**src/design/glitc_pkg.sv**
```systemverilog
// GLITC bus fabric definitions
package glitc_pkg;

	//////////////////////////////
	// Bus widths
	//////////////////////////////
	localparam int GB_ADDR_W = 16;
	localparam int GB_DATA_W = 32;
	localparam int GB_BYTE_W = 8;

	//////////////////////////////
	// Identification word
	//////////////////////////////
	localparam logic [3:0] VER_BOARDREV = 4'd0;
	localparam logic [3:0] VER_MONTH    = 4'd4;
	localparam logic [7:0] VER_DAY      = 8'd19;
	localparam logic [3:0] VER_MAJOR    = 4'd0;
	localparam logic [3:0] VER_MINOR    = 4'd6;
	localparam logic [7:0] VER_REV      = 8'd3;
	localparam logic [GB_DATA_W-1:0] VERSION = {VER_BOARDREV, VER_MONTH, VER_DAY,
		VER_MAJOR, VER_MINOR, VER_REV};

	//////////////////////////////
	// Address map
	//////////////////////////////
	// Bit 12 set selects sample storage, clear selects registers.
	localparam int SAMPLE_SEL_BIT = 12;
	// Register sub-space lives in bits 6 to 4.
	localparam int SUBSPACE_LSB = 4;
	localparam int SS_COUNT = 8;
	localparam int SS_W = $clog2(SS_COUNT);
	localparam logic [SS_W-1:0] SS_CTRL = '0;

	// Sample storage.
	localparam int SAMPLE_DEPTH = 1536;
	localparam int SAMPLE_ADDR_W = 11;

	// Control register offsets, address bits 1 to 0.
	localparam logic [1:0] CTRL_ID    = 2'd0;
	localparam logic [1:0] CTRL_PULSE = 2'd1;
	localparam logic [1:0] CTRL_CLOCK = 2'd2;
	localparam logic [1:0] CTRL_DEBUG = 2'd3;

	localparam int DEBUG_W = 16;

	//////////////////////////////
	// Local bus request
	//////////////////////////////
	typedef struct packed {
		logic [GB_ADDR_W-1:0] adr;
		logic [GB_DATA_W-1:0] dat;
		logic                 wr;
		logic                 rd;
	} gb_req_t;

	// Slave-side debug words.
	typedef struct packed {
		logic [GB_ADDR_W-1:0] last_adr;
		logic [DEBUG_W-1:0]   last_wdat;
		logic [15:0]          xfer_count;
	} gb_debug_t;

endpackage

```
**src/design/glitcbus_decode.sv**
```systemverilog
// GLITCBUS address decode and readback
`timescale 1ns/1ns

module glitcbus_decode import glitc_pkg::*; (
	input  logic                 gclk_i,
	input  gb_req_t              req_i,
	input  logic [GB_DATA_W-1:0] ctrl_dat_i,
	input  logic [GB_DATA_W-1:0] sample_dat_i,
	output logic                 ctrl_sel_o,
	output logic                 sample_sel_o,
	output logic [GB_DATA_W-1:0] rdat_o
);

	logic            reg_space;
	logic [SS_W-1:0] ss_idx;
	logic [GB_DATA_W-1:0] ss_dat [SS_COUNT];

	// Register space is the lower 4k; bits 11 to 8 are don't-care.
	assign reg_space = !req_i.adr[SAMPLE_SEL_BIT];
	assign ss_idx = req_i.adr[SUBSPACE_LSB +: SS_W];

	assign ctrl_sel_o = reg_space && (ss_idx == SS_CTRL);
	assign sample_sel_o = req_i.adr[SAMPLE_SEL_BIT];

	//////////////////////////////
	// Readback mux
	//////////////////////////////
	always_comb begin
		// Only the control sub-space is populated.
		for (int i = 0; i < SS_COUNT; i++) begin
			ss_dat[i] = '0;
		end
		ss_dat[SS_CTRL] = ctrl_dat_i;
	end

	assign rdat_o = sample_sel_o ? sample_dat_i : ss_dat[ss_idx];

	// Targets must never both claim a strobe.
	assert property (@(posedge gclk_i) (req_i.wr || req_i.rd)
		|-> !(ctrl_sel_o && sample_sel_o));

endmodule

```
**config.mk**
```make
export PLATFORM = sky130hd
export DESIGN_NAME = glitcbus_decode
export DESIGN_NICKNAME = d
export VERILOG_FILES = /design/src/design/glitc_pkg.sv /design/src/design/glitcbus_decode.sv
export SDC_FILE = /design/constraint.sdc
export NUM_CORES = 1
export LEC_CHECK = 0
export CORE_AREA = 3 3 56 58
export DETAILED_ROUTE_END_ITERATION = 10
export DIE_AREA = 0 0 59 61
export DONT_BUFFER_PORTS = 1
export GPL_ROUTABILITY_DRIVEN = 0
export PLACE_DENSITY_LB_ADDON = 0.1
export SETUP_SLACK_MARGIN = 0.15
export SLEW_MARGIN = 20
export SYNTH_ARGS = -nofsm -noshare
export SYNTH_HDL_FRONTEND = slang
export SYNTH_SLANG_ARGS = --single-unit
```
**constraint.sdc**
```tcl
create_clock -name vclk -period 1.2
set_clock_uncertainty 0.1 [all_clocks]
set_input_delay 0.12 -clock vclk [all_inputs]
set_output_delay 0.12 -clock vclk [all_outputs]
set_load 0.01 [all_outputs]
```
# Word-level counts from Yosys, hierarchy flattened
# Cells that the tools add are included.
word_totals:
  register_bits: 0
  word_cells: 9
  in_bits: 115
op_classes:
  order_cmp: 1
  reduce_logical: 3
  bitwise_logic: 1
  muxes: 4
op_table:
  columns: ["operator", "count"]
  rows:
  - ["$bmux 32 s3", 1]
  - ["$mux 32", 3]
  - ["$ge 4x4->1 const B", 1]
  - ["$not 3->4", 1]
  - ["$logic_not 3->1", 1]
  - ["$logic_and 1x1->1", 1]
  - ["$logic_not 1->1", 1]

# Longest topological paths before layout
depth:
  depth_word: 5
  depth_mapped: 4
  depth_no_buf: 2

# Least setup slack after synthesis
# Ideal clock, no wire load.
synth_path:
  path_type: "input to output"
  start: "input port req_i[46] (netlist bit)"
  end: "output port ctrl_sel_o"
  setup_slack_ns: 0.184
  n_path_buf: 3
  arrival_ns: 0.796
  path_stages: 4
  path_cell_list: "buf_6 > buf_6 > buf_6 > nor4_2"
synth_between:
  elab_chain_cells: 2
synth_rtl:
  columns: ["item", "line_no", "text"]
  rows:
  - ["from (decl)", "glitcbus_decode.sv:6", "input gb_req_t req_i,"]
  - ["$logic_not 1->1", "glitcbus_decode.sv:19", "assign reg_space = !req_i.adr[SAMPLE_SEL_BIT];"]
  - ["$logic_and 1x1->1", "glitcbus_decode.sv:22", "assign ctrl_sel_o = reg_space && (ss_idx == SS_CTRL);"]
  - ["to (decl)", "glitcbus_decode.sv:9", "output logic ctrl_sel_o,"]
# Every way passes these cells.

# Worst setup path in the final report
layout_path:
  start: "input port req_i[40] (netlist bit)"
  end: "output port rdat_o[7]"
layout_between:
  elab_chain_cells: 5
layout_rtl:
  columns: ["item", "line_no", "text"]
  rows:
  - ["$not 3->4 (not written as such)", "glitcbus_decode.sv:36", "assign rdat_o = sample_sel_o ? sample_dat_i : ss_dat[ss_idx];"]
  - ["$bmux 32 s3", "glitcbus_decode.sv:36", null]
  - ["$mux 32 (not written as such) (2 in a row)", "glitcbus_decode.sv:36", null]
  - ["$mux 32", "glitcbus_decode.sv:36", null]
  - ["to (decl)", "glitcbus_decode.sv:11", "output logic [GB_DATA_W-1:0] rdat_o"]
# Every way passes these cells. The select of a mux whose other input is x is not followed.

==> flow_metrics.tcl <==
set metrics [dict create \
    max-slew-margin-rel 0.772 \
    synthDistinctLibCells 8 \
    ir_drop_mv 0.120 \
    finalPower_uw 178 \
    dieWidth_microns 59 \
    fillers 311 \
    cts_resized 0 \
    io_buffer_count 0 \
    tns_ns 0 \
    seqCellArea_sq_um 0 \
    startpoint_type "input pin" \
    worstHoldStart "req_i[46]" \
    vias 555 \
    ioPinCount 149 \
    tightestPinTransition_ns 0.339 \
    slew_viol_final 0 \
    drv_cap 0 \
    power.density_nw_per_um2 313 \
    drive_above_1_share 0.0448 \
    design.seq.count 0 \
    grt_pass1_wl_microns 1930 \
    clkbuf_count 0 \
    worstPathArrival_ns 0.76 \
    yosys_warnings 0 \
    fin_nets 184 \
    area_delta_synth_final_pct -7.72 \
    routed_via_density 5.66 \
    hold_class "input pin to output pin" \
    place_inst 98 \
    first_iter_violations 8 \
    avgSynthCellArea_sq_um 7.99 \
    syn_inst 77 \
    dr.pass1.iters 2 \
    ys_seq_area_frac 0 \
    cts_hold_buf 0 \
    p_leak_nw 0.189 \
    switchingPower_uw 87.1 \
    routedWlPerCell_microns 17.8 \
    cp-end-kind "output pin" \
    hold_viol_final 0 \
    fin_area_sq_um 568 \
    grt_overflow 0 \
    drc 0 \
    grt_usage 0.0671 \
    grt_max_degree 67 \
    power_frac_comb 1.000 \
    switching_share 0.490 \
    start_util 0.227 \
    clkPwrFrac 0 \
    hold_depth 0 \
    mostFrequentLayoutCells "nor2b_1, a22o_1, nor3_4, nor4_2, buf_12" \
    final_antenna_net_count 0 \
    finalCritPeriodShare 0.819 \
    rsz0062_at_grt "false" \
    syn_nets 192 \
    design.die.area_sq_um 3600 \
    wl_microns 1740 \
    critical_path_required_ns 0.98 \
    grt_pass1_vias 416 \
    path_class "input pin to output pin" \
    postCtsSetupBuffers 0 \
    n_antenna_cell 0 \
    setup_viol 0 \
    syn-cell-area_sq_um 616 \
    p_int_uw 90.7 \
    row_count 19 \
    period_minus_slack_ns 0.982 \
    placed_area_sq_um 568 \
    power_frac_seq 0 \
    antenna_found_initial 0 \
    cp_max_fo 32 \
    die_height_microns 61 \
    fin_cells 98 \
    fmaxAchievable_mhz 1020 \
    whs_endpoint "sample_sel_o" \
    outcome "finished clean" \
    fp.coreArea_sq_um 2710 \
]
## worst max-delay path, cell delays in order
cell,delay [ns]
nor3_4,0.19
buf_12,0.21
a22o_1,0.23
## layout make-up
class / instances / area (sq um) / area share
multi-input combinational: 66 / 509 / 0.896
timing repair buffer: 1 / 20.0 / 0.0352
tap: 31 / 38.8 / 0.0683
## how the worst max path moves through the flow
stage	from	endpoint	depth (start not counted)
2_1_floorplan	req_i[46]	ctrl_sel_o	4
3_3_place_gp	req_i[40]	rdat_o[7]	3
3_5_place_dp	req_i[40]	rdat_o[7]	3
4_1_cts	req_i[40]	rdat_o[7]	3
5_1_grt	req_i[40]	rdat_o[7]	3
6_report	req_i[40]	rdat_o[7]	3
## Yosys cell counts
| library cell | count | share of area |
|---|---|---|
| buf_2 | 1 | 0.0081 |
| nor3_4 | 1 | 0.026 |
| nor4_2 | 1 | 0.020 |
| buf_6 | 8 | 0.15 |
| a22o_1 | 32 | 0.46 |
| buf_4 | 1 | 0.012 |
| nor2b_1 | 32 | 0.33 |
| clkbuf_1 | 1 | 0.0061 |
## cell families (layout without fill, tap and decap cells)
kind of cell	Yosys count	in the layout	share of synthesized area
AO/OA/AOI/OAI	32	32	0.455
AND/OR/NAND/NOR	34	34	0.372
buffers and inverters	11	1	0.173
## power by group through the flow
| stage | combinational [mW] | clock (mW) | sequential, mW |
|---|---|---|---|
| after floorplan | 0.211 | 0 | 0 |
| after global placement | 0.180 | 0 | 0 |
| after detailed placement | 0.180 | 0 | 0 |
| after CTS | 0.181 | 0 | 0 |
| after global routing | 0.193 | 0 | 0 |
| final | 0.178 | 0 | 0 |
## stage by stage
step	util	setup WS [ns]	hold slack, ns
3_3_place_gp	0.210	0.212	0.141
3_5_place_dp	0.210	0.205	0.141
2_1_floorplan	-	0.184	0.169
6_report	0.210	0.218	0.140
4_1_cts	0.210	0.204	0.141
5_1_grt	0.210	0.160	0.140
## routing by layer
metal / up-vias / wire length [microns] / GRT usage
li1: 268 / - / -
met1: 230 / 616 / 0.0803
met2: 57 / 824 / 0.126
met3: 0 / 301 / 0.0191
met4: 0 / 0 / 0
met5: - / 0 / 0
Note: power is estimated with default switching activity, not from simulation.
