$ cat config.mk
export PLATFORM = sky130hd
export DESIGN_NAME = glitcbus_slave
export DESIGN_NICKNAME = d
export VERILOG_FILES = /design/src/design/glitc_pkg.sv /design/src/design/glitcbus_slave.sv
export SDC_FILE = /design/constraint.sdc
export NUM_CORES = 1
export LEC_CHECK = 0
export BUFFER_PORTS_ARGS = -buffer_cell sky130_fd_sc_hd__buf_2
export CAP_MARGIN = 5
export CORE_AREA = 2 2 96 117
export DETAILED_ROUTE_END_ITERATION = 8
export DIE_AREA = 0 0 98 119
export PLACE_DENSITY = 0.88
export SLEW_MARGIN = 20
export SYNTH_ARGS = -nofsm -noshare
export SYNTH_HDL_FRONTEND = slang
export SYNTH_SLANG_ARGS = --single-unit
$ cat constraint.sdc
create_clock -name gclk_i -period 6.8 [get_ports gclk_i]
set_input_delay 2.04 -clock gclk_i [delete_from_list [all_inputs] [get_ports gclk_i]]
set_output_delay 2.04 -clock gclk_i [all_outputs]
set_load 0.01 [all_outputs]
$ cat src/design/glitc_pkg.sv
// GLITC bus fabric definitions
package glitc_pkg;

	//////////////////////////////
	// Bus widths
	//////////////////////////////
	localparam int GB_ADDR_W = 16;
	localparam int GB_DATA_W = 32;
	localparam int GB_BYTE_W = 8;

	//////////////////////////////
	// Identification word
	//////////////////////////////
	localparam logic [3:0] VER_BOARDREV = 4'd0;
	localparam logic [3:0] VER_MONTH    = 4'd4;
	localparam logic [7:0] VER_DAY      = 8'd19;
	localparam logic [3:0] VER_MAJOR    = 4'd0;
	localparam logic [3:0] VER_MINOR    = 4'd6;
	localparam logic [7:0] VER_REV      = 8'd3;
	localparam logic [GB_DATA_W-1:0] VERSION = {VER_BOARDREV, VER_MONTH, VER_DAY,
		VER_MAJOR, VER_MINOR, VER_REV};

	//////////////////////////////
	// Address map
	//////////////////////////////
	// Bit 12 set selects sample storage, clear selects registers.
	localparam int SAMPLE_SEL_BIT = 12;
	// Register sub-space lives in bits 6 to 4.
	localparam int SUBSPACE_LSB = 4;
	localparam int SS_COUNT = 8;
	localparam int SS_W = $clog2(SS_COUNT);
	localparam logic [SS_W-1:0] SS_CTRL = '0;

	// Sample storage.
	localparam int SAMPLE_DEPTH = 1536;
	localparam int SAMPLE_ADDR_W = 11;

	// Control register offsets, address bits 1 to 0.
	localparam logic [1:0] CTRL_ID    = 2'd0;
	localparam logic [1:0] CTRL_PULSE = 2'd1;
	localparam logic [1:0] CTRL_CLOCK = 2'd2;
	localparam logic [1:0] CTRL_DEBUG = 2'd3;

	localparam int DEBUG_W = 16;

	//////////////////////////////
	// Local bus request
	//////////////////////////////
	typedef struct packed {
		logic [GB_ADDR_W-1:0] adr;
		logic [GB_DATA_W-1:0] dat;
		logic                 wr;
		logic                 rd;
	} gb_req_t;

	// Slave-side debug words.
	typedef struct packed {
		logic [GB_ADDR_W-1:0] last_adr;
		logic [DEBUG_W-1:0]   last_wdat;
		logic [15:0]          xfer_count;
	} gb_debug_t;

endpackage

$ cat src/design/glitcbus_slave.sv
// GLITCBUS byte-serial slave
`timescale 1ns/1ns

module glitcbus_slave import glitc_pkg::*; (
	input  logic                 gclk_i,
	input  logic                 rst_n_i,
	input  logic                 gsel_b_i,
	input  logic                 grdwr_b_i,
	input  logic [GB_BYTE_W-1:0] gad_i,
	output logic [GB_BYTE_W-1:0] gad_o,
	output logic                 gad_oe_o,
	output gb_req_t              req_o,
	input  logic [GB_DATA_W-1:0] rdat_i,
	output gb_debug_t            debug_o
);

	typedef enum logic [2:0] {
		ST_IDLE,
		ST_ADDR_LO,
		ST_WDATA,
		ST_RWAIT,
		ST_RDOUT,
		ST_END
	} state_t;

	state_t               state_q;
	logic [1:0]           cnt_q;
	logic                 is_read_q;
	logic                 wr_q;
	logic                 rd_q;
	logic                 oe_q;
	logic [15:0]          xfer_count_q;
	logic [GB_ADDR_W-1:0] adr_q;
	logic [GB_DATA_W-1:0] dat_q;
	logic [GB_DATA_W-1:0] rd_shift_q;
	logic [GB_BYTE_W-1:0] gad_q;
	logic [GB_ADDR_W-1:0] last_adr_q;
	logic [DEBUG_W-1:0]   last_wdat_q;

	//////////////////////////////
	// Transaction FSM
	//////////////////////////////
	always_ff @(posedge gclk_i or negedge rst_n_i) begin
		if (!rst_n_i) begin
			state_q <= ST_IDLE;
			cnt_q <= '0;
			is_read_q <= 1'b0;
			wr_q <= 1'b0;
			rd_q <= 1'b0;
			oe_q <= 1'b0;
			xfer_count_q <= '0;
		end else begin
			// Strobes and output enable are single-cycle unless re-asserted.
			wr_q <= 1'b0;
			rd_q <= 1'b0;
			oe_q <= 1'b0;
			if (gsel_b_i) begin
				// Deselect aborts whatever is in flight.
				state_q <= ST_IDLE;
				cnt_q <= '0;
			end else begin
				case (state_q)
					ST_IDLE: begin
						is_read_q <= grdwr_b_i;
						state_q <= ST_ADDR_LO;
					end
					ST_ADDR_LO: begin
						cnt_q <= '0;
						if (is_read_q) begin
							rd_q <= 1'b1;
							state_q <= ST_RWAIT;
						end else begin
							state_q <= ST_WDATA;
						end
					end
					ST_WDATA: begin
						cnt_q <= cnt_q + 2'd1;
						if (cnt_q == 2'd3) begin
							wr_q <= 1'b1;
							xfer_count_q <= xfer_count_q + 16'd1;
							state_q <= ST_END;
						end
					end
					ST_RWAIT: begin
						// Two edges for the target to settle its read word.
						cnt_q <= cnt_q + 2'd1;
						if (cnt_q == 2'd1) begin
							cnt_q <= '0;
							state_q <= ST_RDOUT;
						end
					end
					ST_RDOUT: begin
						oe_q <= 1'b1;
						cnt_q <= cnt_q + 2'd1;
						if (cnt_q == 2'd3) begin
							xfer_count_q <= xfer_count_q + 16'd1;
							state_q <= ST_END;
						end
					end
					default: begin
						// Wait here for the master to deselect.
						state_q <= ST_END;
					end
				endcase
			end
		end
	end

	//////////////////////////////
	// Byte shifting
	//////////////////////////////
	always_ff @(posedge gclk_i) begin
		if (!gsel_b_i) begin
			case (state_q)
				ST_IDLE: adr_q[GB_ADDR_W-1 -: GB_BYTE_W] <= gad_i;
				ST_ADDR_LO: adr_q[GB_BYTE_W-1:0] <= gad_i;
				ST_WDATA: begin
					dat_q <= {dat_q[GB_DATA_W-GB_BYTE_W-1:0], gad_i};
					if (cnt_q == 2'd3) begin
						last_adr_q <= adr_q;
						last_wdat_q <= {dat_q[GB_BYTE_W-1:0], gad_i};
					end
				end
				ST_RWAIT: begin
					if (cnt_q == 2'd1) begin
						rd_shift_q <= rdat_i;
					end
				end
				ST_RDOUT: begin
					// Most significant byte goes out first.
					gad_q <= rd_shift_q[GB_DATA_W-1 -: GB_BYTE_W];
					rd_shift_q <= rd_shift_q << GB_BYTE_W;
					if (cnt_q == 2'd3) begin
						last_adr_q <= adr_q;
					end
				end
				default: ;
			endcase
		end
	end

	assign req_o = '{adr: adr_q, dat: dat_q, wr: wr_q, rd: rd_q};
	assign gad_o = gad_q;
	assign gad_oe_o = oe_q;
	assign debug_o = '{last_adr: last_adr_q, last_wdat: last_wdat_q,
		xfer_count: xfer_count_q};

	// Only one kind of strobe per transaction.
	assert property (@(posedge gclk_i) disable iff (!rst_n_i)
		req_o.wr |-> !is_read_q);
	assert property (@(posedge gclk_i) disable iff (!rst_n_i)
		req_o.rd |-> is_read_q);

	// Read-out of a read begins three edges after its read strobe.
	assert property (@(posedge gclk_i) disable iff (!rst_n_i)
		$rose(gad_oe_o) |-> is_read_q && $past(rd_q, 3));

endmodule

After elaboration in Yosys (flattened, before gate mapping)
Index checks and enable logic that the tools add are counted.
{"block": "word_totals", "register_bits": 145, "latch_bits": 0, "mem_bits_rw": 0, "romBits": 0, "inputBits": 44, "out_inout_bits": 107, "elab_cells": 56, "memories": 0}
{"block": "classes", "n_addsub": 2, "mul": 0, "div_mod_pow": 0, "magnitude_cmp": 0, "n_eq_ne": 9, "shift": 0, "muxes": 18, "n_bitwise": 1, "reduce_logical": 12}
{"op": "32-bit case mux with 2 select lines", "count": 1}
{"op": "32-bit two-way mux", "count": 1}
{"op": "16-bit by 1-bit adder with 16-bit output (second input constant)", "count": 1}
{"op": "3-bit case mux with 4 select lines", "count": 1}
{"op": "2-bit AND reduction", "count": 5}
{"op": "1-bit two-way mux", "count": 9}
{"op": "3-bit two-way mux", "count": 3}
{"op": "3-bit AND reduction", "count": 3}
{"op": "3-bit by 2-bit == test with 1-bit output (second input constant)", "count": 2}
{"op": "2-bit case mux with 3 select lines", "count": 1}
{"op": "2-bit two-way mux", "count": 2}
{"op": "4-bit nonzero test", "count": 1}
{"op": "3-bit by 1-bit == test with 1-bit output (second input constant)", "count": 1}
{"op": "3-bit == test (second input constant)", "count": 1}
{"op": "3-bit logical NOT", "count": 1}
{"op": "3-bit by 1-bit != test with 1-bit output (second input constant)", "count": 1}
{"op": "3-bit != test (second input constant)", "count": 1}
{"op": "2-bit by 1-bit adder with 2-bit output (second input constant)", "count": 1}
{"op": "2-bit by 1-bit == test with 1-bit output (second input constant)", "count": 1}
{"op": "2-bit == test (second input constant)", "count": 1}
{"op": "2-bit != test (second input constant)", "count": 1}
{"op": "2-bit nonzero test", "count": 1}
{"op": "2-bit OR reduction", "count": 1}
{"op": "1-bit NOT", "count": 1}

Longest topological paths before layout
{"block": "logic_depth", "depth_word": 4, "ltp_mapped": 6, "depth_no_buf": 6}

Worst setup path before layout
Ideal clock, no wire load.
{"block": "synth_path", "path_type": "input -> register", "start": "input port gsel_b_i", "end": "register last_wdat_q[0] (enable)", "setup_ns": 0.374, "arrival_time_ns": 6.479, "required_ns": 6.426, "slack_ns": -0.053, "path_stages": 3, "path_cell_list": "buf_2 > nor4b_1 > and2_1"}
{"block": "synth_between", "elab_chain_len": 2}
{"item": "start: declaration", "line_no": "glitcbus_slave.sv:7", "text": "input logic gsel_b_i,"}
{"item": "1-bit NOT (no source line)"}
{"item": "3-bit AND reduction (no source line)"}
{"item": "end signal: assignment", "line_no": "glitcbus_slave.sv:121", "text": "last_wdat_q <= {dat_q[GB_BYTE_W-1:0], gad_i};"}
{"item": "end: declaration", "line_no": "glitcbus_slave.sv:38", "text": "logic [DEBUG_W-1:0] last_wdat_q;"}
No other way between the ends.
A chain may end at the register's enable or synchronous reset.

Worst setup path after layout
{"block": "layout_path", "start": "input port gsel_b_i", "end": "register last_wdat_q[14] (enable)"}
The elaborated chain is that of the path after synthesis.

==> run metrics <==
MaxCap Viol Count 0; Lkg Pwr 0.00268 uW; endpoint type of the worst setup path flop; port buffer count 150; top post-synthesis cells by count edfxtp_1 (120), mux2_2 (26), dfrtp_1 (25), nor2b_1 (10), xnor2_1 (10); CP cell instances buf_2, nor4b_4, buf_4, and2_1; met3 WL 657 um; critical path class input port to flop; initial antenna violation count 0; gr usage total 17.2%; die area 11700 sq um; final setup TNS 0 ns; core area roughly 11000 sq um; Inst Count DP ~550; Worst Tran Pin Value around 0.74 ns; power density over cell area between 200 and 300 nW/um^2; uppermost routed layer met4; Distinct cells, synth 42; CTS Buf Count 17; Buf/Inv on CP 2; post-synth top area share between 60% and 70%; RePlAce Congestion 0.768; met2 wire len 5190 um; number of global-route vias before repair 2969; Area contributors post-synth edfxtp_1 (68%), dfrtp_1 (12%), mux2_2 (5.6%); Setup crit start kind input port; clock skew 0.00574 ns; Detail Route Antenna Nets 0; Final Non-Filler Cells 584; Max Freq 276 MHz; HP Class flop to flop; Root Driver clkbuf_16; dominant synthesized flop cell edfxtp_1; Final setup viols 0; layout cells sized above 1 approximately half; Slew headroom 51.0%; Arr. time, crit path 3.65 ns; setup bufs post-CTS 0; via count of the routed design 3007; final HPWL from detailed placement 6850 um; count leader, synth edfxtp_1; total gr overflow 0; Slowest-stage cell, CP and2_1; 1st-pass router iterations 4; CTS max path bufs 2; Gate Count Post-Synth 277; final hold violations 0; Worst Path Required 6.83 ns; Ys Warns 0; Top delay family on crit path simple AND/OR/NAND/NOR gates; Yosys top cell by area edfxtp_1; Tcrit/Tclk final 53.3%; RSZ-0062 raised after global routing false; PostCTS Resize Cnt 0; CTS sink cnt roughly 150; flop2flop setup slack around 4.3 ns; largest net degree at the start of global routing 35; Initial Util 49.4%; CTS tree yes; first-pass GRT wire length 15200 um; Diodes inserted 0; vias per cell 5.15; syn_area_per_cell 19.0 sq um; Die Height 119 um; Initial DRC Count 163; M1 wire length approximately 3800 um; clock latency on the worst-skew pair 0.41 ns; Layout area overhead 27.4%; final wirelength 9840 um; WP depth 4; sequential-to-total area share from yosys stat 80.2%; slowest stage delay, CP 0.68 ns; DRC Markers 0; Pins Over Slew Limit 0; clock-pin slew on the worst setup and hold paths about 0.06 ns; Routed WL per cell 16.8 um; Die W 98 um; Syn Std Cell Area about 5300 sq um; Max FO, Critical Path 34; Nets 488; Synth async-reset ratio 17.2%; EDFF count, synth 120; Worst Reg2Reg Path Length in Cells 3; final period demand of the worst path around 3.6 ns; Hold Crit Depth 0; H-tree levels 4; syn_nets around 330; Cell Rows 42; register bit total from synthesis 145; CTS Hold Buffers Added 0; Worst IR Drop VDD approximately 0.00016 V; status complete, no violations; boundary pin count 151
==> cell usage in the layout (no fill, tap or decap), drive strengths merged, types with 2 or more instances in the layout <==
cell type    n
a21oi        3
and2         3
xor2         6
buf        155
inv          5
nor2b       10
nand2        9
nor3         4
xnor2       11
dfrtp       25
nor2         7
nand3        5
a211oi       2
nand4        2
ha           4
clkbuf      18
clkinvlp     4
clkinv       6
nor3b        4
a32oi        2
mux2        26
and3         2
edfxtp     120
o21ai        2
and4         5
==> registers in the layout, summed over array words and instances, names as in the netlist <==
name,cells
adr_q,16
cnt_q,2
dat_q,32
gad_o,8
gad_oe_o,1
is_read_q,1
last_adr_q,16
last_wdat_q,16
rd_q,1
rd_shift_q,32
state_q,3
wr_q,1
xfer_count_q,16
==> path summary, 6_finish.rpt <==
path	end	start
worst max-delay path	last_wdat_q[14]$_DFFE_PP_	gsel_b_i
worst min-delay path	gad_o[3]$_DFFE_PP_	rd_shift_q[27]$_DFFE_PP_
worst max register to register	last_wdat_q[14]$_DFFE_PP_	state_q[1]$_DFFE_PN0P_
worst min register to register	gad_o[3]$_DFFE_PP_	rd_shift_q[27]$_DFFE_PP_
max in group asynchronous	cnt_q[1]$_DFFE_PN0P_	rst_n_i
min in group asynchronous	xfer_count_q[13]$_DFFE_PN0P_	rst_n_i
==> area by class of cell <==
class	instances	area [sq um]
Fill cell	787	3950
Tap cell	132	165
Inverter	2	7.51
Clock buffer	18	429
Clock inverter	13	88.8
Timing Repair Buffer	155	796
Multi-Input combinational cell	119	998
Sequential cell	145	4230
==> through the flow <==
step | util (%) | worst slack (ns) | cell area, sq um | total power (uW) | hold slack [ns]
2_1_floorplan | - | 1.63 | 5280 | 1140 | 0.400
3_3_place_gp | 57.9 | 2.77 | 6180 | 1190 | 0.400
3_5_place_dp | 57.9 | 2.71 | 6180 | 1200 | 0.405
4_1_cts | 62.8 | 3.14 | 6700 | 2010 | 0.419
5_1_grt | 62.9 | 3.04 | 6710 | 2060 | 0.432
6_report | 62.9 | 3.18 | 6710 | 1980 | 0.418
==> logic make-up after synthesis <==
logic type	count (synthesis)	synth area share [%]
AOI/OAI and AO/OA	14	1.83
DFF	145	80.2
muxes	26	5.56
xor gates and xnor gates	17	3.11
buffers and inverters	13	1.47
adders and majority gates	4	0.950
and+or+nand+nor	58	6.84
==> layer usage <==
layer,track usage (%),vias to the layer above
met5,0,-
met4,7.73,0
met3,5.40,15
met2,29.1,127
met1,19.9,1482
li1,-,1383
==> power breakdown <==
part           internal, uW  leakage [uW]  switching, uW
clock network           462      0.000246            339
logic                  61.1       0.00100           73.4
registers              1010       0.00143           37.1
No activity file was read; power rests on OpenSTA's default activity.
