## config.mk

```make
export PLATFORM = sky130hd
export DESIGN_NAME = glitc_debug_mux
export DESIGN_NICKNAME = d
export VERILOG_FILES = /design/src/design/glitc_pkg.sv /design/src/design/glitc_debug_mux.sv
export SDC_FILE = /design/constraint.sdc
export NUM_CORES = 1
export LEC_CHECK = 0
export BUFFER_PORTS_ARGS = -buffer_cell sky130_fd_sc_hd__buf_4
export CAP_MARGIN = 20
export CORE_MARGIN = 5
export CORE_UTILIZATION = 25
export CTS_BUF_LIST = sky130_fd_sc_hd__clkbuf_4 sky130_fd_sc_hd__clkbuf_8
export CTS_CLUSTER_DIAMETER = 200
export DETAILED_ROUTE_END_ITERATION = 16
export PLACE_DENSITY = 0.71
export RECOVER_POWER = 100
export SYNTH_ARGS = -nofsm -noshare
export SYNTH_HDL_FRONTEND = slang
export SYNTH_SLANG_ARGS = --single-unit
```

## constraint.sdc

```tcl
create_clock -name gclk_i -period 0.8 [get_ports gclk_i]
set_input_delay 0.08 -clock gclk_i [delete_from_list [all_inputs] [get_ports gclk_i]]
set_output_delay 0.08 -clock gclk_i [all_outputs]
set_load 0.02 [all_outputs]
```

## src/design/glitc_pkg.sv

```systemverilog
// GLITC bus fabric definitions
package glitc_pkg;

	//////////////////////////////
	// Bus widths
	//////////////////////////////
	localparam int GB_ADDR_W = 16;
	localparam int GB_DATA_W = 32;
	localparam int GB_BYTE_W = 8;

	//////////////////////////////
	// Identification word
	//////////////////////////////
	localparam logic [3:0] VER_BOARDREV = 4'd0;
	localparam logic [3:0] VER_MONTH    = 4'd4;
	localparam logic [7:0] VER_DAY      = 8'd19;
	localparam logic [3:0] VER_MAJOR    = 4'd0;
	localparam logic [3:0] VER_MINOR    = 4'd6;
	localparam logic [7:0] VER_REV      = 8'd3;
	localparam logic [GB_DATA_W-1:0] VERSION = {VER_BOARDREV, VER_MONTH, VER_DAY,
		VER_MAJOR, VER_MINOR, VER_REV};

	//////////////////////////////
	// Address map
	//////////////////////////////
	// Bit 12 set selects sample storage, clear selects registers.
	localparam int SAMPLE_SEL_BIT = 12;
	// Register sub-space lives in bits 6 to 4.
	localparam int SUBSPACE_LSB = 4;
	localparam int SS_COUNT = 8;
	localparam int SS_W = $clog2(SS_COUNT);
	localparam logic [SS_W-1:0] SS_CTRL = '0;

	// Sample storage.
	localparam int SAMPLE_DEPTH = 1536;
	localparam int SAMPLE_ADDR_W = 11;

	// Control register offsets, address bits 1 to 0.
	localparam logic [1:0] CTRL_ID    = 2'd0;
	localparam logic [1:0] CTRL_PULSE = 2'd1;
	localparam logic [1:0] CTRL_CLOCK = 2'd2;
	localparam logic [1:0] CTRL_DEBUG = 2'd3;

	localparam int DEBUG_W = 16;

	//////////////////////////////
	// Local bus request
	//////////////////////////////
	typedef struct packed {
		logic [GB_ADDR_W-1:0] adr;
		logic [GB_DATA_W-1:0] dat;
		logic                 wr;
		logic                 rd;
	} gb_req_t;

	// Slave-side debug words.
	typedef struct packed {
		logic [GB_ADDR_W-1:0] last_adr;
		logic [DEBUG_W-1:0]   last_wdat;
		logic [15:0]          xfer_count;
	} gb_debug_t;

endpackage

```

## src/design/glitc_debug_mux.sv

```systemverilog
// GLITC debug select
`timescale 1ns/1ns

module glitc_debug_mux import glitc_pkg::*; (
	input  logic               gclk_i,
	input  logic               rst_n_i,
	input  logic [1:0]         sel_i,
	input  gb_debug_t          dbg_i,
	input  logic [2:0]         clock_ctrl_i,
	output logic [DEBUG_W-1:0] debug_o
);

	logic [DEBUG_W-1:0] debug_q;

	always_ff @(posedge gclk_i or negedge rst_n_i) begin
		if (!rst_n_i) begin
			debug_q <= '0;
		end else begin
			case (sel_i)
				2'd0: debug_q <= dbg_i.last_adr;
				2'd1: debug_q <= dbg_i.last_wdat;
				2'd2: debug_q <= dbg_i.xfer_count;
				default: debug_q <= {{(DEBUG_W-3){1'b0}}, clock_ctrl_i};
			endcase
		end
	end

	assign debug_o = debug_q;

endmodule

```

After elaboration in Yosys (flattened, before gate mapping). Cells that the tools add are included.

Flip-flop bits (word level): 16. Output and inout bits: 16. Logic and storage cells: 5. Input port bits: 55.

Equal/unequal tests: 2. Reduce and logical (&&, ||, !) cells: 1. Mux-type cells: 1.

Operator list (number): one-hot mux 16 bit (3 select lines) (1); == test 2 x 1 -> 1 bit (second input constant) (1); == test 2 bit (second input constant) (1); zero test 2 bit (1).

Logic depth before layout (Yosys ltp). Gate-level depths: netlist (run 1).

Depth in word-level cells: 2. Depth in mapped cells: 4. Gate-level depth less buffers: 2.

Worst setup path after synthesis (run 1). No wires, ideal clock.

Kind: input to register. Start: input port sel_i[0]. End: register debug_q[0] (netlist: debug_o[0]). Slack: -0.027 ns. Path buffers: 1. Data arrival time: 0.689 ns. Stages on the path: 2. Data required time: 0.661 ns. Library setup time: 0.139 ns. Cells stage by stage: buf_6 -> mux4_2.

Longest elaborated chain between the ends: 2. Elaborated cells on any way between the ends: 4. Classes of those cells: eq/ne: 2; mux: 1; reduce/logical: 1.

Ends and longest elaborated chain: from (decl) (RTL line glitc_debug_mux.sv:7) `input logic [1:0] sel_i,`; == test 2 bit (tied with other cells) (RTL line glitc_debug_mux.sv:19) `case (sel_i)`; one-hot mux 16 bit (3 select lines) (*) (RTL line glitc_debug_mux.sv:19); to (signal assigned) (RTL line glitc_debug_mux.sv:20) `2'd0: debug_q <= dbg_i.last_adr;`; to (signal assigned) (RTL line glitc_debug_mux.sv:21) `2'd1: debug_q <= dbg_i.last_wdat;`; to (signal assigned) (RTL line glitc_debug_mux.sv:22) `2'd2: debug_q <= dbg_i.xfer_count;`; to (decl) (RTL line glitc_debug_mux.sv:13) `logic [DEBUG_W-1:0] debug_q;`.

Mark *: on every way between the ends. The rest lies on a longest branch, timed or not.

Worst setup path in the final report (run 1).
Start: register debug_q[6] (netlist: debug_o[6]). End: output port debug_o[6].

RTL lines: to (decl) (RTL line glitc_debug_mux.sv:10) `output logic [DEBUG_W-1:0] debug_o`.

No word-level cell between the ends.

==> impl_metrics.ini, run 1 <==
[final_layout]
drive_above_1_share_pct = 63.2
layout.cells.non_filler = 166
finalInstanceArea_mm2 = 0.00149
nNetsFinal = 189
largest_register_ffs = 16
syn2layout_area_growth_pct = 93.5
post-route-util_pct = 49.6
antenna_cells = 0

[worst_setup_path]
cpPeakStageDelay_ns = 0.40
cp-end-kind = output port
cp-start-kind = flop
crit_family = flip-flops
setup.worst_path.class = reg -> out
crit_start = debug_o[6]
crit_cells = 1
cp_data_arrival_time_ns = 0.81
crit_end = debug_o[6]
critPathMaxFanout = 1
cp_slowest_cell = dfrtp_1
crit_required_ns = 0.72
cp_num_buf_inv = 1
crit_chain = buf_6

[die]
fp.dieW_um = 65.5
std_cell_rows = 20
top_level_ports = 71
initial_core_util_pct = 25.6
core_mm2 = 0.00300
die_y_um = 65.5
dieArea_mm2 = 0.00429

[synthesis]
synthCells = 51
synthTopCellsByArea = dfrtp_1, mux2i_1, o2bb2ai_1, mux4_2, buf_6
synth.largest_area_cell = dfrtp_1
ys_ff_latch = 16
avgSynthCellArea_um2 = 15.1
synth_seq_area_share_pct = 52.0
synth_top_area_share_pct = 52.0
ys_types = 9
synth_nets = 106
yosys_warnings = 0
syn-cell-area_um2 = 769

[global_route]
grt_max_degree = 17
grt_pass1_wl_mm = 3.99
grt_overflow = 0
antenna_found_initial = 0
grt_pass1_vias = 884
grtUsageTotal_pct = 12.5

[drt]
wl_mm = 2.47
drt-pass1-iter-count = 3
vias = 740
wl_per_cell_um = 14.9
postRouteAntennaNets = 0
drtIter0Drc = 6
drc = 0
routed_via_density = 4.46

[sta]
slew_viol_final = 0
setup_viol_count_final = 16
maxSlewHeadroom_pct = 74.2
worst_slew_pin_slew_ns = 0.386
rsz0062_at_grt = yes
hold_violations = 0
period_share_pct = 112
fmax_mhz = 1120
whs_ns = 0.00893
setup_ws_ns = -0.0936
min_period_ns = 0.894

[clock_network]
clock-sinks = 16
cts_tree = done
cts.htree.levels = 1
cts_root_buf = clkbuf_4
cts-buffers-inserted = 3
clock_path_buffers = 2
cts.clk_slew.worst_paths_ns = 0.10
post_cts_buffers = 0

[placement]
place_area_mm2 = 0.00133
place_hpwl_mm = 2.06
post-place-cells = 155
gp_congestion = 0.762
place.port_buffers = 70

[flow_run]
cap_violations = 0

[status]
violations = negative setup slack
outcome = complete, but fails checks

[pwr]
p_leak_nw = 0.750
p_per_area_mw_per_mm2 = 1420
peakVddDrop_uv = 894

[hold_path]
holdCritPathClass = in -> reg
## routing by layer
layer  track usage, %  vias to the layer above  wire [um]
met5                0                        -          0
met4             5.44                        0         20
met3             5.81                        2        296
met2             20.0                       41       1260
met1             14.2                      337        889
li1                 -                      360          -
## power breakdown
part           internal, mW  switching [mW]  total [mW]
clock                 0.277           0.253       0.530
combinational         0.410           0.264       0.674
sequential            0.879          0.0349       0.913
total                  1.57           0.552        2.12
## cells in the final DEF, fill, tap and decap left out
cell type and count:
clkbuf_8 1, nor2b_2 1, clkbuf_2 4, o2bb2ai_1 13, mux4_2 3, dfrtp_1 16
mux2i_1 13, buf_6 16, buf_4 54, clkbuf_4 5, dlygate4sd3_1 7
## logic make-up (layout without fill, tap and decap cells)
| kind of cell | after synthesis | count (layout) | synth area share, % |
|---|---|---|---|
| simple gates | 1 | 1 | 1.14 |
| mux | 16 | 16 | 25.7 |
| compound gates | 13 | 13 | 14.8 |
| buf+inv | 5 | 87 | 6.34 |
| flops | 16 | 16 | 52.0 |
## synthesized netlist by cell type
| cell type | number |
|---|---|
| dfrtp_1 | 16 |
| mux2i_1 | 13 |
| o2bb2ai_1 | 13 |
| mux4_2 | 3 |
| buf_6 | 2 |
| buf_4 | 1 |
| buf_8 | 1 |
| clkbuf_1 | 1 |
| nor2b_2 | 1 |
## cell type report
type                    count  area (um2)
multi-input cells          30         320
well taps                  33        41.3
repair buffers             83         691
flip-flops and latches     16         400
clock buffers               4        36.3
fillers                   270        1510
## through the flow
stage	power [mW]	setup slack, ns	TNS [ns]
floorplan	1.17	0.00241	0
global placement	1.53	-0.0521	-0.583
detailed placement	1.53	-0.0716	-0.758
CTS	2.14	-0.102	-1.43
global route	2.23	-0.140	-1.94
finish	2.12	-0.0936	-1.28
## repair_timing
item                                   in CTS  in global routing
setup endpoints to repair                  16                 16
gates resized for setup                    16                  0
hold buffers                                5                  2
endpoints found under the hold margin      20                  2
## worst min path at each step
stage	startpoint	to	slack [ns]	depth (start not counted)
after floorplan	rst_n_i	debug_o[0]	-0.22	0
after global placement	rst_n_i	debug_o[0]	-0.05	1
after detailed placement	rst_n_i	debug_o[14]	-0.05	1
after CTS	dbg_i[9]	debug_o[9]	0.0003	2
after global routing	sel_i[1]	debug_o[14]	0.003	2
final	sel_i[1]	debug_o[14]	0.009	2
(Power assumes the default switching activity.)
==> run 2, diff against run 1 <==
--- a/config.mk
+++ b/config.mk
@@ -12,7 +12,7 @@
 export CTS_BUF_LIST = sky130_fd_sc_hd__clkbuf_4 sky130_fd_sc_hd__clkbuf_8
 export CTS_CLUSTER_DIAMETER = 200
 export DETAILED_ROUTE_END_ITERATION = 16
-export PLACE_DENSITY = 0.71
+export PLACE_DENSITY = 0.69
 export RECOVER_POWER = 100
 export SYNTH_ARGS = -nofsm -noshare
 export SYNTH_HDL_FRONTEND = slang
==> constraint.sdc (replaced) <==
create_clock -name gclk_i -period 1.2 [get_ports gclk_i]
set_input_delay 0.12 -clock gclk_i [delete_from_list [all_inputs] [get_ports gclk_i]]
set_output_delay 0.12 -clock gclk_i [all_outputs]
set_load 0.02 [all_outputs]
==> run 2 against run 1 <==
The flow now finishes without violations. Hold slack better by 0.033 ns. Clock power is 33% lower. Worst setup slack better by 0.31 ns. Combinational power is 48% lower. Core utilization is 6.9 points lower. Wire length is 8.5% lower. Clock-buffer cell count stayed put. Power is 39% lower. Flip-flop and latch count stayed put. First-iteration DRC count stayed put. Largest cell class unchanged. Highest routed layer is now met3.
==> impl_metrics.ini, run 2 (synthesized netlist as in run 1, its figures left out) <==
[global_route]
grt_use_met1_pct = 12.6
busiest_layer = met2
grt_pass1_vias = 831
grtUsageTotal_pct = 11.4
grt_max_degree = 18
grt_overflow = 0
grtUsageMet3_pct = 4.62
gr-usage-met2_pct = 20.2
grt_pass1_wl_mm = 3.66
antenna_found_initial = 0

[pwr]
clock_power_share_pct = 27.2
p_per_area_mw_per_mm2 = 1020
swShare_pct = 26.7
p_int_mw = 0.954
total_power_mw = 1.30
p_leak_nw = 0.625
seq_power_share_pct = 45.9
peakVddDrop_uv = 413
switchingPower_mw = 0.348
pwr-share-comb_pct = 26.9

[sta]
worst_slew_pin_slew_ns = 0.415
fmax_mhz = 1020
period_share_pct = 81.8
min_period_ns = 0.982
slew_viol_final = 0
maxSlewHeadroom_pct = 72.3
setup_viol_count_final = 0
fin_tns_setup_ns = 0
hold_violations = 0
rsz0062_at_grt = no

[drt]
drt-pass1-iter-count = 2
vias = 722
drc = 0
wl_mm = 2.26
routed_via_density = 4.60
wl_per_cell_um = 14.4
postRouteAntennaNets = 0
drtIter0Drc = 6

[clock_network]
cts_tree = done
cts.htree.levels = 1
clock-sinks = 16
cts.clk_slew.worst_paths_ns = 0.10
cts-buffers-inserted = 3
clock_path_buffers = 2
cts_root_buf = clkbuf_4
cts-resized-gates = 0

[final_layout]
antenna_cells = 0
drive_above_1_share_pct = 50.0
final_common_cell = buf_4
finalInstanceArea_mm2 = 0.00128
layout.cells.non_filler = 157
largest_register_ffs = 16
nNetsFinal = 180
n_fill_cell = 321
syn2layout_area_growth_pct = 66.5
layout.cells.most_common_list = buf_4, clkbuf_1, dfrtp_1

[die]
std_cell_rows = 20
top_level_ports = 71
dieArea_mm2 = 0.00429
die_y_um = 65.5
fp.dieW_um = 65.5
initial_core_util_pct = 25.6
core_mm2 = 0.00300

[hold_path]
holdCritPathClass = in -> reg

[worst_setup_path]
cpPeakStageDelay_ns = 0.34
cp-start-kind = flop
cp_slowest_cell = dfrtp_1
setup.worst_path.class = reg -> out
crit_family = flip-flops
crit_chain = clkbuf_1
crit_required_ns = 1.08
cp_data_arrival_time_ns = 0.86
critPathMaxFanout = 1
cp-end-kind = output port
cp_num_buf_inv = 1

[placement]
post-place-cells = 152
place_area_mm2 = 0.00131
place.port_buffers = 70
gp_congestion = 0.698
place_hpwl_mm = 1.95

[status]
outcome = finished, final reports clean

[flow_run]
cap_violations = 0
==> run 2: changes by cell type in the layout (fill, tap and decap cells not counted) <==
cell	before	now
clkbuf_1	0	18
nor2b_1	0	1
dlygate4sd3_1	7	1
nor2b_2	1	0
clkbuf_2	4	2
buf_4	54	53
buf_6	16	0
clkbuf_4	5	3
==> run 2: per-layer routing <==
layer / up-vias / share of wire [%]
met5: - / 0
met4: 0 / 0
met3: 0 / 12
met2: 42 / 52
met1: 336 / 36
li1: 344 / -
==> run 2: final cells by class <==
cell class / instances / area, um2 / area share (%)
flip-flops and latches: 16 / 400 / 31.2
repair buffers: 74 / 485 / 37.9
well taps: 33 / 41.3 / 3.22
multi-input cells: 30 / 318 / 24.8
clock buffers: 4 / 36.3 / 2.83
==> run 2: worst paths after layout <==
| check | from | endpoint | slack (ns) | cells past startpoint |
|---|---|---|---|---|
| setup / recovery | debug_o[15] | debug_o[15] | 0.22 | 1 |
| hold / removal | dbg_i[11] | debug_o[11] | 0.04 | 2 |
| max in group asynchronous | rst_n_i | debug_o[13] | 0.62 | 2 |
| min in group asynchronous | rst_n_i | debug_o[12] | 0.29 | 2 |
==> run 2: power by group through the flow <==
stage	sequential [mW]	combinational, mW	clock, mW
6_report	0.597	0.350	0.353
5_1_grt	0.604	0.384	0.405
4_1_cts	0.600	0.404	0.370
3_5_place_dp	0.611	0.402	0
3_3_place_gp	0.609	0.395	0
2_1_floorplan	0.671	0.105	0
==> run 2: what timing repair did <==
action,CTS,global route
setup buffers,0,0
hold buffers,1,0
hold endpoints to repair,16,0
==> run 2: per-stage QoR <==
step | hold slack, ns | utilization (%) | setup slack, ns
floorplan | -0.176 | - | 0.333
global placement | -0.00975 | 43.6 | 0.248
detailed placement | -0.00369 | 43.6 | 0.187
CTS | 0.0305 | 45.2 | 0.245
global route | 0.0218 | 42.7 | 0.141
finish | 0.0420 | 42.7 | 0.218
