$ cat src/design/glitc_pkg.sv
// GLITC bus fabric definitions
package glitc_pkg;

	//////////////////////////////
	// Bus widths
	//////////////////////////////
	localparam int GB_ADDR_W = 16;
	localparam int GB_DATA_W = 32;
	localparam int GB_BYTE_W = 8;

	//////////////////////////////
	// Identification word
	//////////////////////////////
	localparam logic [3:0] VER_BOARDREV = 4'd0;
	localparam logic [3:0] VER_MONTH    = 4'd4;
	localparam logic [7:0] VER_DAY      = 8'd19;
	localparam logic [3:0] VER_MAJOR    = 4'd0;
	localparam logic [3:0] VER_MINOR    = 4'd6;
	localparam logic [7:0] VER_REV      = 8'd3;
	localparam logic [GB_DATA_W-1:0] VERSION = {VER_BOARDREV, VER_MONTH, VER_DAY,
		VER_MAJOR, VER_MINOR, VER_REV};

	//////////////////////////////
	// Address map
	//////////////////////////////
	// Bit 12 set selects sample storage, clear selects registers.
	localparam int SAMPLE_SEL_BIT = 12;
	// Register sub-space lives in bits 6 to 4.
	localparam int SUBSPACE_LSB = 4;
	localparam int SS_COUNT = 8;
	localparam int SS_W = $clog2(SS_COUNT);
	localparam logic [SS_W-1:0] SS_CTRL = '0;

	// Sample storage.
	localparam int SAMPLE_DEPTH = 1536;
	localparam int SAMPLE_ADDR_W = 11;

	// Control register offsets, address bits 1 to 0.
	localparam logic [1:0] CTRL_ID    = 2'd0;
	localparam logic [1:0] CTRL_PULSE = 2'd1;
	localparam logic [1:0] CTRL_CLOCK = 2'd2;
	localparam logic [1:0] CTRL_DEBUG = 2'd3;

	localparam int DEBUG_W = 16;

	//////////////////////////////
	// Local bus request
	//////////////////////////////
	typedef struct packed {
		logic [GB_ADDR_W-1:0] adr;
		logic [GB_DATA_W-1:0] dat;
		logic                 wr;
		logic                 rd;
	} gb_req_t;

	// Slave-side debug words.
	typedef struct packed {
		logic [GB_ADDR_W-1:0] last_adr;
		logic [DEBUG_W-1:0]   last_wdat;
		logic [15:0]          xfer_count;
	} gb_debug_t;

endpackage

$ cat src/design/glitc_control_regs.sv
// GLITC control registers
`timescale 1ns/1ns

module glitc_control_regs import glitc_pkg::*; (
	input  logic                 gclk_i,
	input  logic                 rst_n_i,
	input  gb_req_t              req_i,
	input  logic                 sel_i,
	output logic [GB_DATA_W-1:0] rdat_o,
	output logic [2:0]           clock_ctrl_o,
	output logic                 glitc_reset_o,
	output logic                 hsk_update_o,
	output logic [1:0]           debug_sel_o
);

	logic [1:0]           offset;
	logic                 wr_en;
	logic [2:0]           clock_ctrl_q;
	logic [1:0]           debug_sel_q;
	logic                 reset_pulse_q;
	logic                 hsk_pulse_q;
	logic [GB_DATA_W-1:0] rdat_q;

	assign offset = req_i.adr[1:0];
	assign wr_en = req_i.wr && sel_i;

	//////////////////////////////
	// Writable fields and pulses
	//////////////////////////////
	always_ff @(posedge gclk_i or negedge rst_n_i) begin
		if (!rst_n_i) begin
			clock_ctrl_q <= '0;
			debug_sel_q <= '0;
			reset_pulse_q <= 1'b0;
			hsk_pulse_q <= 1'b0;
		end else begin
			// Pulses self-clear.
			reset_pulse_q <= 1'b0;
			hsk_pulse_q <= 1'b0;
			if (wr_en) begin
				case (offset)
					CTRL_PULSE: begin
						reset_pulse_q <= req_i.dat[0];
						hsk_pulse_q <= req_i.dat[1];
					end
					CTRL_CLOCK: clock_ctrl_q <= req_i.dat[2:0];
					CTRL_DEBUG: debug_sel_q <= req_i.dat[1:0];
					default: ;
				endcase
			end
		end
	end

	//////////////////////////////
	// Readback
	//////////////////////////////
	always_ff @(posedge gclk_i) begin
		if (req_i.rd && sel_i) begin
			case (offset)
				CTRL_ID: rdat_q <= VERSION;
				CTRL_CLOCK: rdat_q <= {{(GB_DATA_W-3){1'b0}}, clock_ctrl_q};
				CTRL_DEBUG: rdat_q <= {{(GB_DATA_W-2){1'b0}}, debug_sel_q};
				default: rdat_q <= '0;
			endcase
		end
	end

	assign rdat_o = rdat_q;
	assign clock_ctrl_o = clock_ctrl_q;
	assign debug_sel_o = debug_sel_q;
	assign glitc_reset_o = reset_pulse_q;
	assign hsk_update_o = hsk_pulse_q;

	// One write strobe gives exactly one pulse cycle.
	assert property (@(posedge gclk_i) disable iff (!rst_n_i)
		glitc_reset_o |=> !glitc_reset_o);
	assert property (@(posedge gclk_i) disable iff (!rst_n_i)
		hsk_update_o |=> !hsk_update_o);

endmodule

$ cat config.mk
export PLATFORM = sky130hd
export DESIGN_NAME = glitc_control_regs
export DESIGN_NICKNAME = d
export VERILOG_FILES = /design/src/design/glitc_pkg.sv /design/src/design/glitc_control_regs.sv
export SDC_FILE = /design/constraint.sdc
export NUM_CORES = 1
export LEC_CHECK = 0
export BUFFER_PORTS_ARGS = -buffer_cell sky130_fd_sc_hd__buf_4
export CAP_MARGIN = 20
export CORE_MARGIN = 8
export CORE_UTILIZATION = 33
export CTS_CLUSTER_DIAMETER = 30
export DETAILED_ROUTE_END_ITERATION = 12
export GPL_TIMING_DRIVEN = 1
export PLACE_DENSITY_LB_ADDON = 0.1
export SKIP_CTS_REPAIR_TIMING = 1
export SLEW_MARGIN = 10
export SYNTH_ARGS = -nofsm -noshare
export SYNTH_HDL_FRONTEND = slang
export SYNTH_SLANG_ARGS = --single-unit
$ cat constraint.sdc
create_clock -name gclk_i -period 2.05 [get_ports gclk_i]
set_input_delay 0.41 -clock gclk_i [delete_from_list [all_inputs] [get_ports gclk_i]]
set_output_delay 0.41 -clock gclk_i [all_outputs]
set_load 0.03 [all_outputs]
# Word level (Yosys, flattened, before mapping)
# Cells that the tools add are included.
# totals
regBits	39
latchBits	0
ramBits	0
rom_bits	0
input_bits	53
out_inout_bits	39
word_cells	18
memories	0
# classes
add_sub_neg	0
n_mul	0
n_div	0
magnitude_cmp	0
n_eq_ne	3
shifts	0
n_mux	5
n_bitwise	0
reduce_logical	5
# ops
operator	n
27-bit one-hot mux with 3 select lines	1
2-bit == test (second input constant)	2
1-bit two-way mux	4
2-bit AND reduction	2
2-bit by 1-bit == test with 1-bit output (second input constant)	1
1-bit logical AND	2
2-bit logical NOT	1

# Logic depth before layout (Yosys ltp)
# Gate-level depths: netlist of the first run.
# depth
ltp_word	3
ltp_mapped	3
mapped_depth_nobuf	2

# Worst setup path before layout of the first run
# OpenSTA, ideal clock, no wires.
# synth_timing
kind	register to output
start	reg, netlist name rdat_o[20]
end	out rdat_o[10]
arrival_time_ps	792
required_ps	1640
setup_slack_ps	848
path_stages_with_launch	2
path_buffers	1
cell_sequence	edfxtp_1 > buf_4
# synth_rtl
item	line_no	source
to (decl)	glitc_control_regs.sv:9	output logic [GB_DATA_W-1:0] rdat_o,

==> results of run 1 <==
## cell families after synthesis
kind of cell | count (synthesis) | synth area share
compound gates | 2 | 0.01432
buf+inv | 30 | 0.3280
flops | 11 | 0.4229
mux | 5 | 0.09677
other cells | 1 | 0.005371
simple gates | 12 | 0.1326
## synthesized netlist by cell type (all sizes together)
cell     n
nor3b    3
and2     1
nand4    1
nand3    2
buf     30
o21ai    1
nand2    1
a21oi    1
and3b    1
nand4b   1
conb     1
nor2     1
edfxtp   4
mux2     5
nor2b    1
dfrtp    7
## sequential cells by signal (all words and copies together) (netlist names)
signal	count
hsk_update_o	1
rdat_o	4
clock_ctrl_o	3
debug_sel_o	2
glitc_reset_o	1
## worst max path at each step
stage,from,end,slack [ns],depth (start not counted)
finish,rdat_o[20],rdat_o[26],0.71,1
global route,rdat_o[20],rdat_o[26],0.65,1
detailed placement,req_i[34],clock_ctrl_o[0],0.84,3
CTS,rdat_o[20],rdat_o[26],0.69,1
floorplan,rdat_o[20],rdat_o[10],0.85,1
global placement,req_i[34],clock_ctrl_o[0],0.84,3
## area by class of cell
type                       instances  area, sq um  share of cell area
clock buffer                       4        26.28             0.03246
timing repair buffer              26        197.7              0.2442
multi-input combinational         42        256.5              0.3168
tap                               27        33.78             0.04173
sequential                        11        295.3              0.3648
## power breakdown
| part | internal [mW] | switching (mW) |
|---|---|---|
| clock network | 0.0753 | 0.0694 |
| registers | 0.258 | 0.0187 |
| logic | 0.0854 | 0.163 |
| total | 0.418 | 0.251 |
## metal layers
metal,track usage,vias to the layer above,part of all wire
met5,0,-,0
met4,0,0,0
met3,0.05556,0,0.21
met2,0.1062,33,0.45
met1,0.06667,186,0.34
li1,-,196,-
==> out/qor.txt, run 1 <==
CTS tree: done
Clk buf depth: 2
Pwr Density: 826.5 nW/um^2
Final Critical Period: 1.342 ns
P&R area growth vs syn: 15.95%
Largest stage delay, worst path: 0.46 ns
Max Slew Vio Count: 0
Reg clk slew, reported paths: 0.07 ns
# DRC: 0
Final wirelength: 1317 um
Final critical-path share of the clock period: 0.6545
Cell family with most CP delay: flip-flops
Max Freq: 0.7453 GHz
Fin cells: 110
Worst Path Required: 1.64 ns
Status: complete, no violations
Flop2flop setup slack: 1.18 ns
CTS Buf Count: 3
Initial antenna violation count: 0
Initial DRC Count: 1
Critical Path Source Type: flop
Placed cells: 105
Nets@finish: 137
CP Class: flop to output port
R2R depth: 2
Cell taking the most area after synthesis: buf_4
Mapped Area: 698.2 sq um
Top post-synthesis cells by area: buf_4 31%, dfrtp_1 25%, edfxtp_1 17%
Power Total: 669.1 uW
Post-route antenna net violation count: 0
Hold depth: 2
Post-detailed-placement half-perimeter wirelength: 1131 um
Largest net degree at the start of global routing: 11
Hold WS: 0.3714 ns
Detailed Routing Iterations Pass 1: 2
Final instance area: 809.5 sq um
GR Util All Layers: 0.06524
Worst vdd ir: 0.0004606 V
Commonest non-fill, non-tap cell in the layout: buf_4
CORE AREA: 1982 sq um
Flops & latches, synth: 11
Die ar.: 3843 sq um
CP Max Fanout: 6
Crit path setup slack, layout: 0.7083 ns
Reg2reg end: rdat_o[0]
Distinct cells, synth: 18
Static Leakage: 0.4166 nW
IO Port Bufs: 25
CP Cell Sequence: buf_4
Min-delay src: req_i[4]
Wire per inst: 11.97 um
Clock sink total: 11
Slowest stage cell, crit path: edfxtp_1
Worst Path Arrival: 0.93 ns
Row Count: 16
Final GP Congestion: 0.6356
Critical Path End Type: output port
Remaining Overflow, GRT: 0
Setup violators final: 0
Worst hold endpoint: clock_ctrl_o[2]
DP Worst Slack: 0.8424 ns
Vias/cell: 3.773
Worst path bufs/invs: 1
Avg Cell Area, Syn: 11.45 sq um
First-pass GRT wire length: 1766 um
Post-synth top area share: 0.3118
Die Ht: 62.00 um
Hold WC Path Type: input pin to flop
Synth Warn #: 0
Root buffer cell: clkbuf_4
Share of layout cells above drive strength 1: 0.4217
Worst r2r src: clock_ctrl_o[0]
Initial Util: 0.3523
Ant. Diodes: 0
# IOs: 92
Final setup skew: 0.004833 ns
Fillers: 198
Via count of the first global-routing pass: 408
Register area share after synthesis: 0.4229
Endpoints failing hold: 0
Via count: 415
Max Cap Viol: 0
Commonest cells after routing, fill and taps aside: 25 x buf_4, 23 x conb_1, 7 x dfrtp_1
Fin util: 0.4085
Fin Setup TNS: 0 ns
RSZ-0062 raised after global routing: no
DP Area: 773.2 sq um
Clk Latency, worst-skew pair: 0.27 ns
CTS H-tree depth: 1
Width of the die: 62.00 um
Cell count after synthesis: 61
Note: power is estimated with default switching activity, not from simulation.
==> run 2, diff against run 1 <==
--- a/config.mk
+++ b/config.mk
@@ -8,7 +8,7 @@
 export BUFFER_PORTS_ARGS = -buffer_cell sky130_fd_sc_hd__buf_4
 export CAP_MARGIN = 20
 export CORE_MARGIN = 8
-export CORE_UTILIZATION = 33
+export CORE_UTILIZATION = 31
 export CTS_CLUSTER_DIAMETER = 30
 export DETAILED_ROUTE_END_ITERATION = 12
 export GPL_TIMING_DRIVEN = 1
==> constraint.sdc (replaced) <==
create_clock -name gclk_i -period 1.4 [get_ports gclk_i]
set_input_delay 0.28 -clock gclk_i [delete_from_list [all_inputs] [get_ports gclk_i]]
set_output_delay 0.28 -clock gclk_i [all_outputs]
set_load 0.03 [all_outputs]
==> out/qor.txt, run 2 (synthesis gave the netlist of run 1 again) <==
Status: complete, no violations (unchanged)
Endpoints failing hold: 0 (unchanged)
Hold WS: 0.2574 ns (was 0.3714 ns)
DP Area: 774.5 sq um (was 773.2 sq um)
DP Worst Slack: 0.3224 ns (was 0.8424 ns)
Hold WC Path Type: input pin to flop (unchanged)
Final critical-path share of the clock period: 0.8586
Static Leakage: 0.4166 nW (unchanged)
Max Slew Vio Count: 0 (unchanged)
# IOs: 92 (unchanged)
Wire per inst: 12.26 um (was 11.97 um)
Ant. Diodes: 0 (unchanged)
Cell family with most CP delay: flip-flops (unchanged)
Worst path bufs/invs: 1 (unchanged)
Via count of the first global-routing pass: 459 (was 408)
Setup violators final: 0 (unchanged)
Final instance area: 810.8 sq um (was 809.5 sq um)
Largest net degree at the start of global routing: 11 (unchanged)
Commonest cells after routing, fill and taps aside: 25 x buf_4, 23 x conb_1, 7 x dfrtp_1 (unchanged)
Max reg flops: 4 (unchanged)
Hold depth: 2 (unchanged)
Vias/cell: 3.658 (was 3.773)
First-pass GRT wire length: 2145 um (was 1766 um)
Post-detailed-placement half-perimeter wirelength: 1159 um (was 1131 um)
CORE AREA: 2170 sq um (was 1982 sq um)
Critical Path Source Type: flop (unchanged)
Pwr Density: 1218 nW/um^2 (was 826.5 nW/um^2)
Area of the multi-input gates: 256.5 sq um (unchanged)
Fin Setup TNS: 0 ns (unchanged)
Initial antenna violation count: 0 (unchanged)
Post-route antenna net violation count: 0 (unchanged)
Flop2flop setup slack: 0.50 ns (was 1.18 ns)
Root buffer cell: clkbuf_4 (unchanged)
Crit path setup slack, layout: 0.1980 ns (was 0.7083 ns)
IO Port Bufs: 25 (unchanged)
Worst Path Arrival: 0.92 ns (was 0.93 ns)
Max Cap Viol: 0 (unchanged)
CP Max Fanout: 6 (unchanged)
CTS H-tree depth: 1 (unchanged)
# DRC: 0 (unchanged)
R2R depth: 2 (unchanged)
Remaining Overflow, GRT: 0 (unchanged)
Final wirelength: 1361 um (was 1317 um)
CP Cell Sequence: buf_4 (unchanged)
Share of layout cells above drive strength 1: 0.4217 (unchanged)
Final setup skew: 0.0002157 ns (was 0.004833 ns)
RSZ-0062 raised after global routing: no (unchanged)
Initial DRC Count: 0 (was 1)
Reg clk slew, reported paths: 0.07 ns (about the same)
P&R area growth vs syn: 16.13% (was 15.95%)
Nets@finish: 137 (unchanged)
Width of the die: 63.46 um (was 62.00 um)
CTS tree: done (unchanged)
Initial Util: 0.3218 (was 0.3523)
Worst vdd ir: 0.0005660 V (was 0.0004606 V)
Register Area: 295.3 sq um (unchanged)
Critical Path End Type: output port (unchanged)
Final Critical Period: 1.202 ns
GR Util All Layers: 0.06589 (was 0.06524)
Detailed Routing Iterations Pass 1: 1 (was 2)
Die Ht: 63.46 um (was 62.00 um)
Clock sink total: 11 (unchanged)
Row Count: 17 (was 16)
Stages on worst setup path: 1 (unchanged)
Fillers: 238 (was 198)
Slowest stage cell, crit path: edfxtp_1 (unchanged)
Worst Path Required: 1.12 ns (was 1.64 ns)
Final GP Congestion: 0.6411 (was 0.6356)
Commonest non-fill, non-tap cell in the layout: buf_4 (unchanged)
Die ar.: 4027 sq um (was 3843 sq um)
Via count: 406 (was 415)
Largest stage delay, worst path: 0.45 ns (was 0.46 ns)
CP Class: flop to output port (unchanged)
Clk Latency, worst-skew pair: 0.26 ns (was 0.27 ns)
Max Freq: 0.8319 GHz
Clk buf depth: 2 (unchanged)
CTS Buf Count: 3 (unchanged)
## run 2: cell counts in the layout (fill, tap and decap cells not counted)
Identical to the previous run, type by type.
## run 2: per-layer routing
| layer | track usage | wire (um) | vias up |
|---|---|---|---|
| met3 | 0.05477 | 227 | 0 |
| li1 | - | - | 196 |
| met1 | 0.05328 | 443 | 185 |
| met5 | 0 | 0 | - |
| met4 | 0.03343 | 0 | 0 |
| met2 | 0.1103 | 690 | 25 |
## run 2: cell type report
cell class	instances	area share
well taps	28	0.04321
flip-flops and latches	11	0.3642
clock buffers	4	0.03241
multi-input cells	42	0.3164
repair buffers	26	0.2438
## run 2: path summary, 6_finish.rpt
check,startpoint,endpoint
worst max-delay path,rdat_o[20],rdat_o[26]
worst min-delay path,req_i[35],hsk_update_o
worst max register to register,clock_ctrl_o[0],rdat_o[0]
worst min register to register,clock_ctrl_o[1],clock_ctrl_o[1]
max in group asynchronous,rst_n_i,debug_sel_o[0]
min in group asynchronous,rst_n_i,glitc_reset_o
## run 2: stage by stage
stage,std cells,utilization,power (mW)
2_1_floorplan,83,-,0.7218
3_3_place_gp,106,0.3570,0.7757
3_5_place_dp,106,0.3570,0.7774
4_1_cts,110,0.3691,1.003
5_1_grt,111,0.3737,1.037
6_report,111,0.3737,0.9872
## run 2: where the power goes
part | internal (mW) | switching (mW) | total [mW] | leakage [nW]
Sequential | 0.377 | 0.0304 | 0.408 | 0.125
Combinational | 0.125 | 0.239 | 0.364 | 0.277
Clock | 0.110 | 0.105 | 0.215 | 0.0150
Total | 0.612 | 0.375 | 0.987 | 0.417
